**config.mk**
```make
export PLATFORM = sky130hd
export DESIGN_NAME = filter_top
export DESIGN_NICKNAME = d
export VERILOG_FILES = /design/src/ofilt_pkg.sv /design/src/cfg_port.sv /design/src/chan_param_bank.sv /design/src/filter_top.sv /design/src/output_filter.sv
export VERILOG_INCLUDE_DIRS = /design/src
export SDC_FILE = /design/constraint.sdc
export NUM_CORES = 2
export LEC_CHECK = 0
export BUFFER_PORTS_ARGS = -buffer_cell sky130_fd_sc_hd__buf_2
export CAP_MARGIN = 10
export CORE_MARGIN = 2
export CORE_UTILIZATION = 50
export CTS_BUF_LIST = sky130_fd_sc_hd__clkbuf_16
export DETAILED_ROUTE_END_ITERATION = 10
export PLACE_DENSITY_LB_ADDON = 0.08
export SYNTH_ARGS = -nofsm -noshare
export SYNTH_HDL_FRONTEND = slang
export SYNTH_SLANG_ARGS = --single-unit
export TNS_END_PERCENT = 50
```
**constraint.sdc**
```tcl
create_clock -name clk_in -period 6.3 [get_ports clk_in]
set_clock_uncertainty 0.2 [all_clocks]
set_input_delay 0.315 -clock clk_in [delete_from_list [all_inputs] [get_ports clk_in]]
set_output_delay 0.315 -clock clk_in [all_outputs]
set_load 0.05 [all_outputs]
```
**src/ofilt_settings.svh**
```systemverilog
`ifndef OFILT_SETTINGS_SVH
`define OFILT_SETTINGS_SVH

// ----------------------------------------------------------
// Channel geometry
// ----------------------------------------------------------
`define OFILT_N_CHAN  4
`define OFILT_W_CHAN  2

// ----------------------------------------------------------
// Datapath widths
// ----------------------------------------------------------
// Signed delta from the controller
`define OFILT_W_DELTA 16
`define OFILT_W_MULT  8
`define OFILT_W_RS    5
`define OFILT_W_DOUT  24
`define OFILT_W_DATA  24
// Input valid to output valid, in cycles
`define OFILT_LATENCY 5
`endif

```
**src/ofilt_pkg.sv**
```systemverilog
`include "ofilt_settings.svh"

package ofilt_pkg;

    // Register select of a host write
    typedef enum logic [2:0] {
        CFG_MIN  = 3'd0,
        CFG_MAX  = 3'd1,
        CFG_INIT = 3'd2,
        CFG_MULT = 3'd3,
        CFG_RS   = 3'd4,
        CFG_INJ  = 3'd5,
        CFG_CLR  = 3'd6
    } cfg_addr_e;

    typedef struct packed {
        cfg_addr_e                  addr;
        logic [`OFILT_W_CHAN-1:0]   chan;
        logic [`OFILT_W_DATA-1:0]   data;
    } host_wr_t;

    // One channel's settings, bounds and init are signed
    typedef struct packed {
        logic signed [`OFILT_W_DOUT-1:0]  min;
        logic signed [`OFILT_W_DOUT-1:0]  max;
        logic signed [`OFILT_W_DOUT-1:0]  init;
        logic signed [`OFILT_W_MULT-1:0]  mult;
        logic [`OFILT_W_RS-1:0]           rs;
    } chan_cfg_t;

    typedef struct packed {
        logic [`OFILT_W_CHAN-1:0]         chan;
        logic signed [`OFILT_W_DELTA-1:0] delta;
    } sample_t;

    typedef struct packed {
        logic [`OFILT_W_CHAN-1:0]         chan;
        logic signed [`OFILT_W_DOUT-1:0]  value;
    } result_t;

    // Config port FSM
    typedef enum logic [1:0] {IDLE, WRITE, HOLD} cfg_state_e;

endpackage

```
**src/cfg_port.sv**
```systemverilog
`timescale 1ns/1ps

module cfg_port (
    input  logic                clk_in,
    input  logic                rst,
    // Four-phase host side
    input  logic                host_req,
    input  ofilt_pkg::host_wr_t host_wr,
    output logic                host_ack,
    // Write strobe to the parameter bank
    output logic                cfg_wr_en,
    output ofilt_pkg::host_wr_t cfg_wr
);

    ofilt_pkg::cfg_state_e state;
    ofilt_pkg::cfg_state_e state_next;

    // ----------------------------------------------------------
    // Handshake FSM
    // ----------------------------------------------------------
    always_comb begin
        state_next = state;
        case (state)
            // Wait for a new request
            ofilt_pkg::IDLE: begin
                if (host_req) begin
                    state_next = ofilt_pkg::WRITE;
                end
            end
            // Single strobe cycle
            ofilt_pkg::WRITE: begin
                state_next = ofilt_pkg::HOLD;
            end
            // Keep ack up until the host lets go of req
            ofilt_pkg::HOLD: begin
                if (!host_req) begin
                    state_next = ofilt_pkg::IDLE;
                end
            end
            default: begin
                state_next = ofilt_pkg::IDLE;
            end
        endcase
    end

    always_ff @(posedge clk_in) begin
        if (rst) begin
            state <= ofilt_pkg::IDLE;
        end else begin
            state <= state_next;
        end
    end

    // Capture the write when req is first seen
    always_ff @(posedge clk_in) begin
        if (state == ofilt_pkg::IDLE && host_req) begin
            cfg_wr <= host_wr;
        end
    end

    // Strobe and ack rise together
    assign cfg_wr_en = (state == ofilt_pkg::WRITE);
    assign host_ack  = (state != ofilt_pkg::IDLE);

endmodule

```
**src/chan_param_bank.sv**
```systemverilog
`timescale 1ns/1ps
`include "ofilt_settings.svh"

module chan_param_bank (
    input  logic                                    clk_in,
    input  logic                                    rst,
    // Write strobe from the config port
    input  logic                                    cfg_wr_en,
    input  ofilt_pkg::host_wr_t                     cfg_wr,
    // Injection taken by the filter
    input  logic                                    inj_done,
    input  logic [`OFILT_W_CHAN-1:0]                inj_chan,
    // Per-channel view for the filter
    output ofilt_pkg::chan_cfg_t [`OFILT_N_CHAN-1:0] cfg_tab,
    output logic [`OFILT_N_CHAN-1:0]                inj_rqst,
    output logic [`OFILT_N_CHAN-1:0]                clr_rqst
);

    logic                     wr_hit;
    logic [`OFILT_N_CHAN-1:0] inj_next;
    logic [`OFILT_N_CHAN-1:0] clr_next;

    // Out-of-range channel writes are dropped
    assign wr_hit = cfg_wr_en && (int'(cfg_wr.chan) < `OFILT_N_CHAN);

    // ----------------------------------------------------------
    // Configuration registers
    // ----------------------------------------------------------
    always_ff @(posedge clk_in) begin
        if (rst) begin
            cfg_tab <= '0;
        end else if (wr_hit) begin
            case (cfg_wr.addr)
                ofilt_pkg::CFG_MIN:  cfg_tab[cfg_wr.chan].min  <= cfg_wr.data;
                ofilt_pkg::CFG_MAX:  cfg_tab[cfg_wr.chan].max  <= cfg_wr.data;
                ofilt_pkg::CFG_INIT: cfg_tab[cfg_wr.chan].init <= cfg_wr.data;
                // Gain and shift use the low data bits
                ofilt_pkg::CFG_MULT: begin
                    cfg_tab[cfg_wr.chan].mult <= cfg_wr.data[`OFILT_W_MULT-1:0];
                end
                ofilt_pkg::CFG_RS: begin
                    cfg_tab[cfg_wr.chan].rs <= cfg_wr.data[`OFILT_W_RS-1:0];
                end
                default: begin
                end
            endcase
        end
    end

    // ----------------------------------------------------------
    // Inject and clear requests
    // ----------------------------------------------------------
    always_comb begin
        inj_next = inj_rqst;
        clr_next = clr_rqst;
        if (wr_hit && cfg_wr.addr == ofilt_pkg::CFG_INJ) begin
            inj_next[cfg_wr.chan] = cfg_wr.data[0];
        end
        if (wr_hit && cfg_wr.addr == ofilt_pkg::CFG_CLR) begin
            clr_next[cfg_wr.chan] = cfg_wr.data[0];
        end
        // Filter took the injection
        if (inj_done) begin
            inj_next[inj_chan] = 1'b0;
        end
        // A clear cancels a pending inject and lasts one cycle
        inj_next = inj_next & ~clr_rqst;
        clr_next = clr_next & ~clr_rqst;
    end

    always_ff @(posedge clk_in) begin
        if (rst) begin
            inj_rqst <= '0;
            clr_rqst <= '0;
        end else begin
            inj_rqst <= inj_next;
            clr_rqst <= clr_next;
        end
    end

endmodule

```
**src/filter_top.sv**
```systemverilog
`timescale 1ns/1ps
`include "ofilt_settings.svh"

module filter_top (
    input  logic                clk_in,
    input  logic                rst,
    input  logic                host_req,
    input  ofilt_pkg::host_wr_t host_wr,
    output logic                host_ack,
    input  logic                in_valid,
    input  ofilt_pkg::sample_t  in_sample,
    output logic                out_valid,
    output ofilt_pkg::result_t  out_result
);

    logic                                    cfg_wr_en;
    ofilt_pkg::host_wr_t                     cfg_wr;
    ofilt_pkg::chan_cfg_t [`OFILT_N_CHAN-1:0] cfg_tab;
    logic [`OFILT_N_CHAN-1:0]                inj_rqst;
    logic [`OFILT_N_CHAN-1:0]                clr_rqst;
    logic                                    inj_done;
    logic [`OFILT_W_CHAN-1:0]                inj_chan;

    // Host handshake to write strobe
    cfg_port u_cfg_port (
        .clk_in    (clk_in),
        .rst       (rst),
        .host_req  (host_req),
        .host_wr   (host_wr),
        .host_ack  (host_ack),
        .cfg_wr_en (cfg_wr_en),
        .cfg_wr    (cfg_wr)
    );

    chan_param_bank u_param_bank (
        .clk_in    (clk_in),
        .rst       (rst),
        .cfg_wr_en (cfg_wr_en),
        .cfg_wr    (cfg_wr),
        .inj_done  (inj_done),
        .inj_chan  (inj_chan),
        .cfg_tab   (cfg_tab),
        .inj_rqst  (inj_rqst),
        .clr_rqst  (clr_rqst)
    );

    // Five-stage datapath
    output_filter u_output_filter (
        .clk_in     (clk_in),
        .rst        (rst),
        .in_valid   (in_valid),
        .in_sample  (in_sample),
        .cfg_tab    (cfg_tab),
        .inj_rqst   (inj_rqst),
        .clr_rqst   (clr_rqst),
        .inj_done   (inj_done),
        .inj_chan   (inj_chan),
        .out_valid  (out_valid),
        .out_result (out_result)
    );

endmodule

```
**src/output_filter.sv**
```systemverilog
`timescale 1ns/1ps
`include "ofilt_settings.svh"

module output_filter (
    input  logic                                    clk_in,
    input  logic                                    rst,
    input  logic                                    in_valid,
    input  ofilt_pkg::sample_t                      in_sample,
    input  ofilt_pkg::chan_cfg_t [`OFILT_N_CHAN-1:0] cfg_tab,
    input  logic [`OFILT_N_CHAN-1:0]                inj_rqst,
    input  logic [`OFILT_N_CHAN-1:0]                clr_rqst,
    output logic                                    inj_done,
    output logic [`OFILT_W_CHAN-1:0]                inj_chan,
    output logic                                    out_valid,
    output ofilt_pkg::result_t                      out_result
);

    localparam int W_PROD = `OFILT_W_DELTA + `OFILT_W_MULT;
    // One guard bit over the wider addend
    localparam int W_SUM = ((W_PROD > `OFILT_W_DOUT) ? W_PROD : `OFILT_W_DOUT) + 1;

    // Control that rides along each item
    typedef struct packed {
        logic                     vld;
        logic                     inj;
        logic [`OFILT_W_CHAN-1:0] chan;
    } ctl_t;

    // Drop the item if its channel is being cleared
    function automatic ctl_t advance(ctl_t c, logic [`OFILT_N_CHAN-1:0] clr);
        ctl_t n;
        n = c;
        if (clr[c.chan]) begin
            n.vld = 1'b0;
            n.inj = 1'b0;
        end
        return n;
    endfunction

    ctl_t sel_ctl, ctl_p1, ctl_p2, ctl_p3, ctl_p4;
    logic signed [`OFILT_W_DELTA-1:0] sel_delta, delta_p1;
    logic signed [`OFILT_W_MULT-1:0]  mult_p1;
    logic [`OFILT_W_RS-1:0]           rs_p1;
    logic signed [W_PROD-1:0]         prod_p1, dmtrs_p2, dmtrs_p3;
    logic signed [`OFILT_W_DOUT-1:0]  prev_p3, min_p3, max_p3, prev_eff;
    logic signed [W_SUM-1:0]          sum_p3;
    logic signed [`OFILT_W_DOUT-1:0]  clamp_p3, dout_p4, init_p4, wb_val;
    logic signed [`OFILT_W_DOUT-1:0]  prev_mem [`OFILT_N_CHAN];
    logic                             vld_p5;
    ofilt_pkg::result_t               res_p5;

    // ----------------------------------------------------------
    // Stage 1: pick input or injection, fetch gain and shift
    // ----------------------------------------------------------
    always_comb begin
        // Lowest pending channel wins
        inj_chan = '0;
        for (int i = `OFILT_N_CHAN - 1; i >= 0; i--) begin
            if (inj_rqst[i]) begin
                inj_chan = i[`OFILT_W_CHAN-1:0];
            end
        end
        // Only idle input cycles carry an injection
        inj_done     = !in_valid && |inj_rqst;
        sel_ctl.vld  = in_valid || inj_done;
        sel_ctl.inj  = inj_done;
        sel_ctl.chan = inj_done ? inj_chan : in_sample.chan;
        sel_delta    = inj_done ? '0 : in_sample.delta;
    end

    always_ff @(posedge clk_in) begin
        if (rst) begin
            ctl_p1 <= '0;
        end else begin
            ctl_p1 <= advance(sel_ctl, clr_rqst);
        end
        delta_p1 <= sel_delta;
        mult_p1  <= cfg_tab[sel_ctl.chan].mult;
        rs_p1    <= cfg_tab[sel_ctl.chan].rs;
    end

    // ----------------------------------------------------------
    // Stage 2: gain and arithmetic shift
    // ----------------------------------------------------------
    assign prod_p1 = delta_p1 * mult_p1;

    always_ff @(posedge clk_in) begin
        if (rst) begin
            ctl_p2 <= '0;
        end else begin
            ctl_p2 <= advance(ctl_p1, clr_rqst);
        end
        dmtrs_p2 <= prod_p1 >>> rs_p1;
    end

    // ----------------------------------------------------------
    // Stage 3: previous output and bounds
    // ----------------------------------------------------------
    // Item in p4 writes memory on this same edge, so bypass it
    always_ff @(posedge clk_in) begin
        if (rst) begin
            ctl_p3 <= '0;
        end else begin
            ctl_p3 <= advance(ctl_p2, clr_rqst);
        end
        dmtrs_p3 <= dmtrs_p2;
        if (ctl_p4.vld && ctl_p4.chan == ctl_p2.chan) begin
            prev_p3 <= wb_val;
        end else begin
            prev_p3 <= prev_mem[ctl_p2.chan];
        end
        min_p3 <= cfg_tab[ctl_p2.chan].min;
        max_p3 <= cfg_tab[ctl_p2.chan].max;
    end

    // ----------------------------------------------------------
    // Stage 4: accumulate and clamp
    // ----------------------------------------------------------
    always_comb begin
        // Item just ahead has not reached memory yet
        prev_eff = (ctl_p4.vld && ctl_p4.chan == ctl_p3.chan) ? wb_val : prev_p3;
        sum_p3   = dmtrs_p3 + prev_eff;
        if (sum_p3 > max_p3) begin
            clamp_p3 = max_p3;
        end else if (sum_p3 < min_p3) begin
            clamp_p3 = min_p3;
        end else begin
            clamp_p3 = sum_p3[`OFILT_W_DOUT-1:0];
        end
    end

    always_ff @(posedge clk_in) begin
        if (rst) begin
            ctl_p4 <= '0;
        end else begin
            ctl_p4 <= advance(ctl_p3, clr_rqst);
        end
        dout_p4 <= clamp_p3;
        init_p4 <= cfg_tab[ctl_p3.chan].init;
    end

    // ----------------------------------------------------------
    // Stage 5: init select, write back, output register
    // ----------------------------------------------------------
    assign wb_val = ctl_p4.inj ? init_p4 : dout_p4;

    // Clear reload overrides a same-cycle write back
    always_ff @(posedge clk_in) begin
        if (rst) begin
            for (int i = 0; i < `OFILT_N_CHAN; i++) begin
                prev_mem[i] <= '0;
            end
        end else begin
            if (ctl_p4.vld) begin
                prev_mem[ctl_p4.chan] <= wb_val;
            end
            for (int i = 0; i < `OFILT_N_CHAN; i++) begin
                if (clr_rqst[i]) begin
                    prev_mem[i] <= cfg_tab[i].init;
                end
            end
        end
    end

    always_ff @(posedge clk_in) begin
        if (rst) begin
            vld_p5 <= 1'b0;
        end else begin
            vld_p5 <= ctl_p4.vld && !clr_rqst[ctl_p4.chan];
        end
        res_p5.chan  <= ctl_p4.chan;
        res_p5.value <= wb_val;
    end

    assign out_valid  = vld_p5;
    assign out_result = res_p5;

endmodule
```
Yosys cells after proc, flatten, opt, wreduce, memory -nomap -nowiden
Memories as Yosys holds them, arrays and structs flattened. A register that Yosys moved wholly into a read port is not among the register bits.
Cells that the tools add are included.

word-level totals
  flip-flop bits (word level) = 619
  bits in writable memories = 96
  input port bits = 51
  output and inout port bits = 28
  logic and storage cells = 202
  memories = 1

memory list
  memory                    depth  width  rd ports  clocked after memory_dff  wr ports  RTL line             RTL
  u_output_filter.prev_mem  4      24     1         1                         5         output_filter.sv:48  logic signed [`OFILT_W_DOUT-1:0] prev_mem [`OFILT_N_CHAN];

cells by class
  add/sub/neg operators = 1
  multipliers = 1
  magnitude comparators = 11
  equality and inequality tests = 16
  shift operators = 1
  multiplexer cells = 76
  bitwise gates (word level) = 21
  reductions and logical operators = 23

operator list
  operator            number
  $bwmux 340          5
  $pmux 340 s5        1
  $demux 85 s2        5
  $bmux 85 s2         3
  $mux 24             9
  $mux 85             2
  $mux 37             2
  $mux 61             1
  $mux 13             2
  $add 24x24->25      1
  $gt 25x24->1        1
  $lt 25x24->1        1
  $mul 16x8->24       1
  $mux 1              24
  $sshr 24x5->24      1
  $lt 2x3->1 const B  7
  $mux 2              8
  $and 4x4->4         3
  $mux 4              3
  $bmux 1 s2          5
  $eq 2x2->1 const B  5
  $eq 3x3->1 const B  3
  $logic_and 1x1->1   9
  $and 1x1->1         8
  other kinds (22)    40

Longest topological paths before layout
  depth in word-level cells = 12
  mapped depth = 25
  mapped depth without buffers = 21

By module
A second synthesis with hierarchy kept.

second synthesis, totals
  cells, all modules = 3426
  area total of the unflattened synthesis = 36243.5 µm²

modules (own cells, without submodules)
  module           times used  cells each  area an instance (µm²)  seq. area each (µm²)
  output_filter    1           2167        21682.0                 7687.4
  chan_param_bank  1           1221        13599.3                 6966.7
  cfg_port         1           38          962.2                   910.9

Worst setup path after synthesis
Ideal clock, no wire load.

  path type = register to register
  start point = register u_output_filter.ctl_p4[2] (netlist bit)
  end point = register u_output_filter.dout_p4[2]
  library setup time = 0.132 ns
  data arrival time = 5.685 ns
  required time = 5.968 ns
  path slack = 0.284 ns
  stages on the path, launching flop included = 21
  buffers on the path = 3
  period minus slack after synthesis = 6.016 ns
  cell sequence = dfxtp_1 -> clkbuf_1 -> clkbuf_1 -> mux2i_1 -> o21ai_0 -> ha_1 -> fa_1 -> a211oi_1 -> o21ai_0 -> a311oi_1 -> nor3_1 -> or3_1 -> xor2_1 -> ha_1 -> nand4_1 -> or2_2 -> a22o_1 -> a21oi_1 -> clkbuf_1 -> mux2i_1 -> mux2i_1

between the ends
  cells in the longest elaborated chain, start to end = 6
  elaborated cells between the ends (all ways) = 7
  those cells by class = add/sub (1); order compare (2); mux (4)

RTL lines
  element                                RTL line              RTL
  start: declaration                     output_filter.sv:40   ctl_t sel_ctl, ctl_p1, ctl_p2, ctl_p3, ctl_p4;
  start signal: assignment               output_filter.sv:136  ctl_p4 <= advance(ctl_p3, clr_rqst);
  $mux 24 (*)                            output_filter.sv:145  assign wb_val = ctl_p4.inj ? init_p4 : dout_p4;
  $mux 24 (*)                            output_filter.sv:121  prev_eff = (ctl_p4.vld && ctl_p4.chan == ctl_p3.chan) ? wb_val : prev_p3;
  $add 24x24->25 (*)                     output_filter.sv:122  sum_p3 = dmtrs_p3 + prev_eff;
  $lt 25x24->1                           output_filter.sv:125  end else if (sum_p3 < min_p3) begin
  $mux 24                                output_filter.sv:125
  $mux 24 (*)                            output_filter.sv:123  if (sum_p3 > max_p3) begin
  named net u_output_filter.clamp_p3[2]  output_filter.sv:47   logic signed [`OFILT_W_DOUT-1:0] clamp_p3, dout_p4, init_p4, wb_val;
  end signal: assignment                 output_filter.sv:138  dout_p4 <= clamp_p3;
  end: declaration                       output_filter.sv:47

Mark *: on every way through the listed nets, which the timed path passes. The rest lies on a longest branch.
A chain may end at the register's enable or synchronous reset.

Worst setup path after layout
  start point = register u_output_filter.mult_p1[1]
  end point = register u_output_filter.dmtrs_p2[9]

between the ends
  cells in the longest elaborated chain, start to end = 2

RTL lines
  element                   RTL line             RTL
  start: declaration        output_filter.sv:42  logic signed [`OFILT_W_MULT-1:0] mult_p1;
  start signal: assignment  output_filter.sv:78  mult_p1 <= cfg_tab[sel_ctl.chan].mult;
  $mul 16x8->24             output_filter.sv:85  assign prod_p1 = delta_p1 * mult_p1;
  $sshr 24x5->24            output_filter.sv:93  dmtrs_p2 <= prod_p1 >>> rs_p1;
  end signal: assignment    output_filter.sv:93
  end: declaration          output_filter.sv:44  logic signed [W_PROD-1:0] prod_p1, dmtrs_p2, dmtrs_p3;

Every way passes these cells.

==> results.cfg <==
[status]
outcome = complete, but fails checks
failed_checks = negative hold slack

[yosys]
synth-edff-count = 125
synth_top_area_share_pct = 33.7
synth-simple-area-share_pct = 15.8
yosysWarnings = 0
synth.distinct_cells = 89
synth_xor_area_share_pct = 1.20
synth_compound_area_share_pct = 13.6
synth.top_cells.by_area = dfxtp_1, edfxtp_1, nand2_1
syn-cell-area_um2 = 35100
netlist_top_cells_count = nand2_1, dfxtp_1, a21oi_1
synth_fa_ha_area_share_pct = 10.2
syn_inst = 3735
synth_most_common_cell = nand2_1
ys_seq_elements = 715
synth_top_cell_by_area = dfxtp_1
synth_nets = 4008
synthMuxAreaShare_pct = 9.99
synth_top_family_by_area = simple AND/OR/NAND/NOR gates
ys.flop_type = dfxtp_1
synth.avg_cell_area_um2 = 9.39
ys_seq_area_share_pct = 44.4
async_flop_share_pct = 0

[power_and_ir_drop]
p_per_area_nw_per_um2 = 393
peakVddDrop_v = 0.000234
p_leak_nw = 15.2

[global_routing]
grt_max_degree = 240
gr-total-overflow = 0
antenna_found_initial = 1
grt_pass1_wl_um = 163000
track_usage_pct = 29.5
grt_pass1_vias = 27880

[place]
dp_slack_ns = 0.0522
place_hpwl_um = 69300
io_buffers = 78
dp_cells = 4584
place.gp.congestion = 0.920

[clock_network]
clk_pin_slew_ns = 0.06
clock_sink_count = 715
root_buffer = clkbuf_16
htree_num_levels = 3
cts_max_path_buffers = 3
cts_buffers = 79
cts_tree = built
insertion_delay_ns = 0.64

[detailed_routing]
ant_nets = 0
viasPerCell = 5.75
drc = 0
wl_per_cell_um = 22.0
drt_first_iter_violations = 2452
dr.pass1.iters = 5
vias = 27459
totalWireLength_um = 105000

[sta]
hold_violations = 8
finalWorstSetupSlack_ns = 0.253
setup_tns_ns = 0
setup_viol = 0
post-route-period-util_pct = 96.0
tightest_slew_ns = 1.20
fmax_ghz = 0.165
slew_headroom_pct = 19.6
period_needed_ns = 6.05
drv_slew = 0
hold_slack_ns = -0.0251

[layout]
seq_area_um2 = 15600
multiInputGateArea_um2 = 17900
fillCellCount = 6188
diodes = 0
area_growth_syn_to_layout_pct = 12.9
layout.nets = 4046
final_layout_size_suffix_gt1_share_pct = 11.7
finalNonFillerCells = 4779

[worst_setup_path]
r2r_setup_slack_ns = 0.25
path_max_fanout = 11
worstPathRequired_ns = 6.61
crit_path_cell_trace = buf_4 > and2_1 > ha_1 > fa_1 > inv_1 > fa_1 > fa_1 > inv_1 > ha_1 > o21ai_1 > o21ai_2 > a211oi_2 > o221ai_2 > xnor2_2 > inv_2 > mux4_2 > a221o_1
path_common_cell = fa_1
r2r_end = u_output_filter.dmtrs_p2[9]
end_kind = flip-flop
critPathSlowestCell = dfxtp_1
reg2reg_depth = 17
cpPeakStageDelay_ns = 0.64
cp.arrival_ns = 6.35
startpoint_type = flip-flop
path_class = flip-flop to flip-flop
r2r_start = u_output_filter.mult_p1[1]

[floorplanning]
die_w_um = 269
initial_utilization_pct = 50.3
io_pins = 79
num_rows = 97
die_y_um = 269
die-area_um2 = 72200
core_um2 = 69700

[run]
maxCapViolCount = 0

[worst_hold_path]
min-delay-start = rst
hold_path_depth = 2
hp-class = input port to flip-flop
[critical path, delay by kind of cell (launching register included)]
family	cells	cell delay [ns]
mux	1	0.52
xor+xnor	1	0.54
buf+inv	4	0.55
compound gates	5	1.28
fa+ha+maj	5	2.07
flops	1	0.64
simple gates	1	0.12
[routing by layer]
layer / global-route usage (%) / part of all wire, % / wire length [um] / vias to the layer above
met1: 41.5 / 45 / 46900 / 13411
met4: 10.1 / 2.9 / 3090 / 0
met3: 4.75 / 7.5 / 7830 / 196
li1: - / - / - / 12813
met2: 46.4 / 45 / 47200 / 1039
met5: 0 / 0 / 0 / -
[worst max-delay path by stage]
| stage | startpoint | depth (start not counted) | endpoint |
|---|---|---|---|
| CTS | u_output_filter.mult_p1[2] | 15 | u_output_filter.dmtrs_p2[10] |
| finish | u_output_filter.mult_p1[1] | 17 | u_output_filter.dmtrs_p2[9] |
| floorplan | u_output_filter.ctl_p4[2] | 20 | u_output_filter.dout_p4[2] |
| detailed placement | u_output_filter.mult_p1[2] | 13 | u_output_filter.dmtrs_p2[19] |
| global placement | u_output_filter.mult_p1[2] | 17 | u_output_filter.dmtrs_p2[6] |
| global route | u_output_filter.mult_p1[2] | 14 | u_output_filter.dmtrs_p2[9] |
[cells by family (layout without fill, tap and decap cells)]
| kind of cell | after synthesis | after routing |
|---|---|---|
| AND/OR/NAND/NOR | 1284 | 1284 |
| AO/OA/AOI/OAI | 804 | 804 |
| flip-flops | 715 | 715 |
| buffers and inverters | 453 | 557 |
| adder cells (fa/ha/maj) | 222 | 222 |
| multiplexers | 210 | 210 |
| XOR/XNOR | 47 | 47 |
[stage by stage]
stage | power [W] | cell area [um^2] | hold slack, ns | util (%)
final | 0.0155 | 39600 | -0.0251 | 56.8
after global routing | 0.0164 | 39600 | 0.00300 | 56.8
after global placement | 0.0107 | 36400 | 0.113 | 52.3
after detailed placement | 0.0108 | 36400 | 0.114 | 52.3
after CTS | 0.0155 | 39500 | 0.000825 | 56.7
after floorplan | 0.00915 | 35100 | 0.110 | -
[cell type report]
type / instances / share of cell area (%)
clock buffers: 83 / 5.25
clock inverters: 64 / 1.39
flip-flops and latches: 715 / 39.4
multi-input cells: 2567 / 45.3
well taps: 940 / 2.97
repair buffers: 197 / 3.67
inverters: 213 / 2.02
[layout by cell type, fill, tap and decap left out, types with 16 or more instances in the layout]
master / netlist / layout
a211oi_1: 33 / 33
a21o_1: 22 / 22
a21oi_1: 391 / 390
a22o_1: 27 / 27
a31oi_1: 22 / 22
and2_1: 113 / 113
buf_2: 7 / 77
buf_4: 0 / 68
clkbuf_16: 0 / 83
dfxtp_1: 590 / 581
dlygate4sd3_1: 0 / 48
edfxtp_1: 125 / 125
fa_1: 104 / 104
ha_1: 118 / 118
inv_1: 210 / 223
mux2i_1: 96 / 96
mux4_2: 109 / 109
nand2_1: 844 / 837
nand2b_1: 17 / 17
nand3_1: 22 / 21
nor2_1: 148 / 147
nor2b_1: 44 / 40
o21a_1: 16 / 16
o21ai_0: 181 / 181
xnor2_1: 34 / 34
[report_power, final]
group          switching [W]  internal, W  total [W]
clock network        0.00196      0.00270    0.00466
logic                0.00339      0.00218    0.00558
registers           0.000293      0.00501    0.00530
[timing repair]
action                                  CTS  global route
setup buffers                             0             0
gates resized for setup                   0            14
hold endpoints to repair                 52             0
endpoints found under the setup margin    0            23
hold buffers                             48             0
No activity file was read; power rests on OpenSTA's default activity.
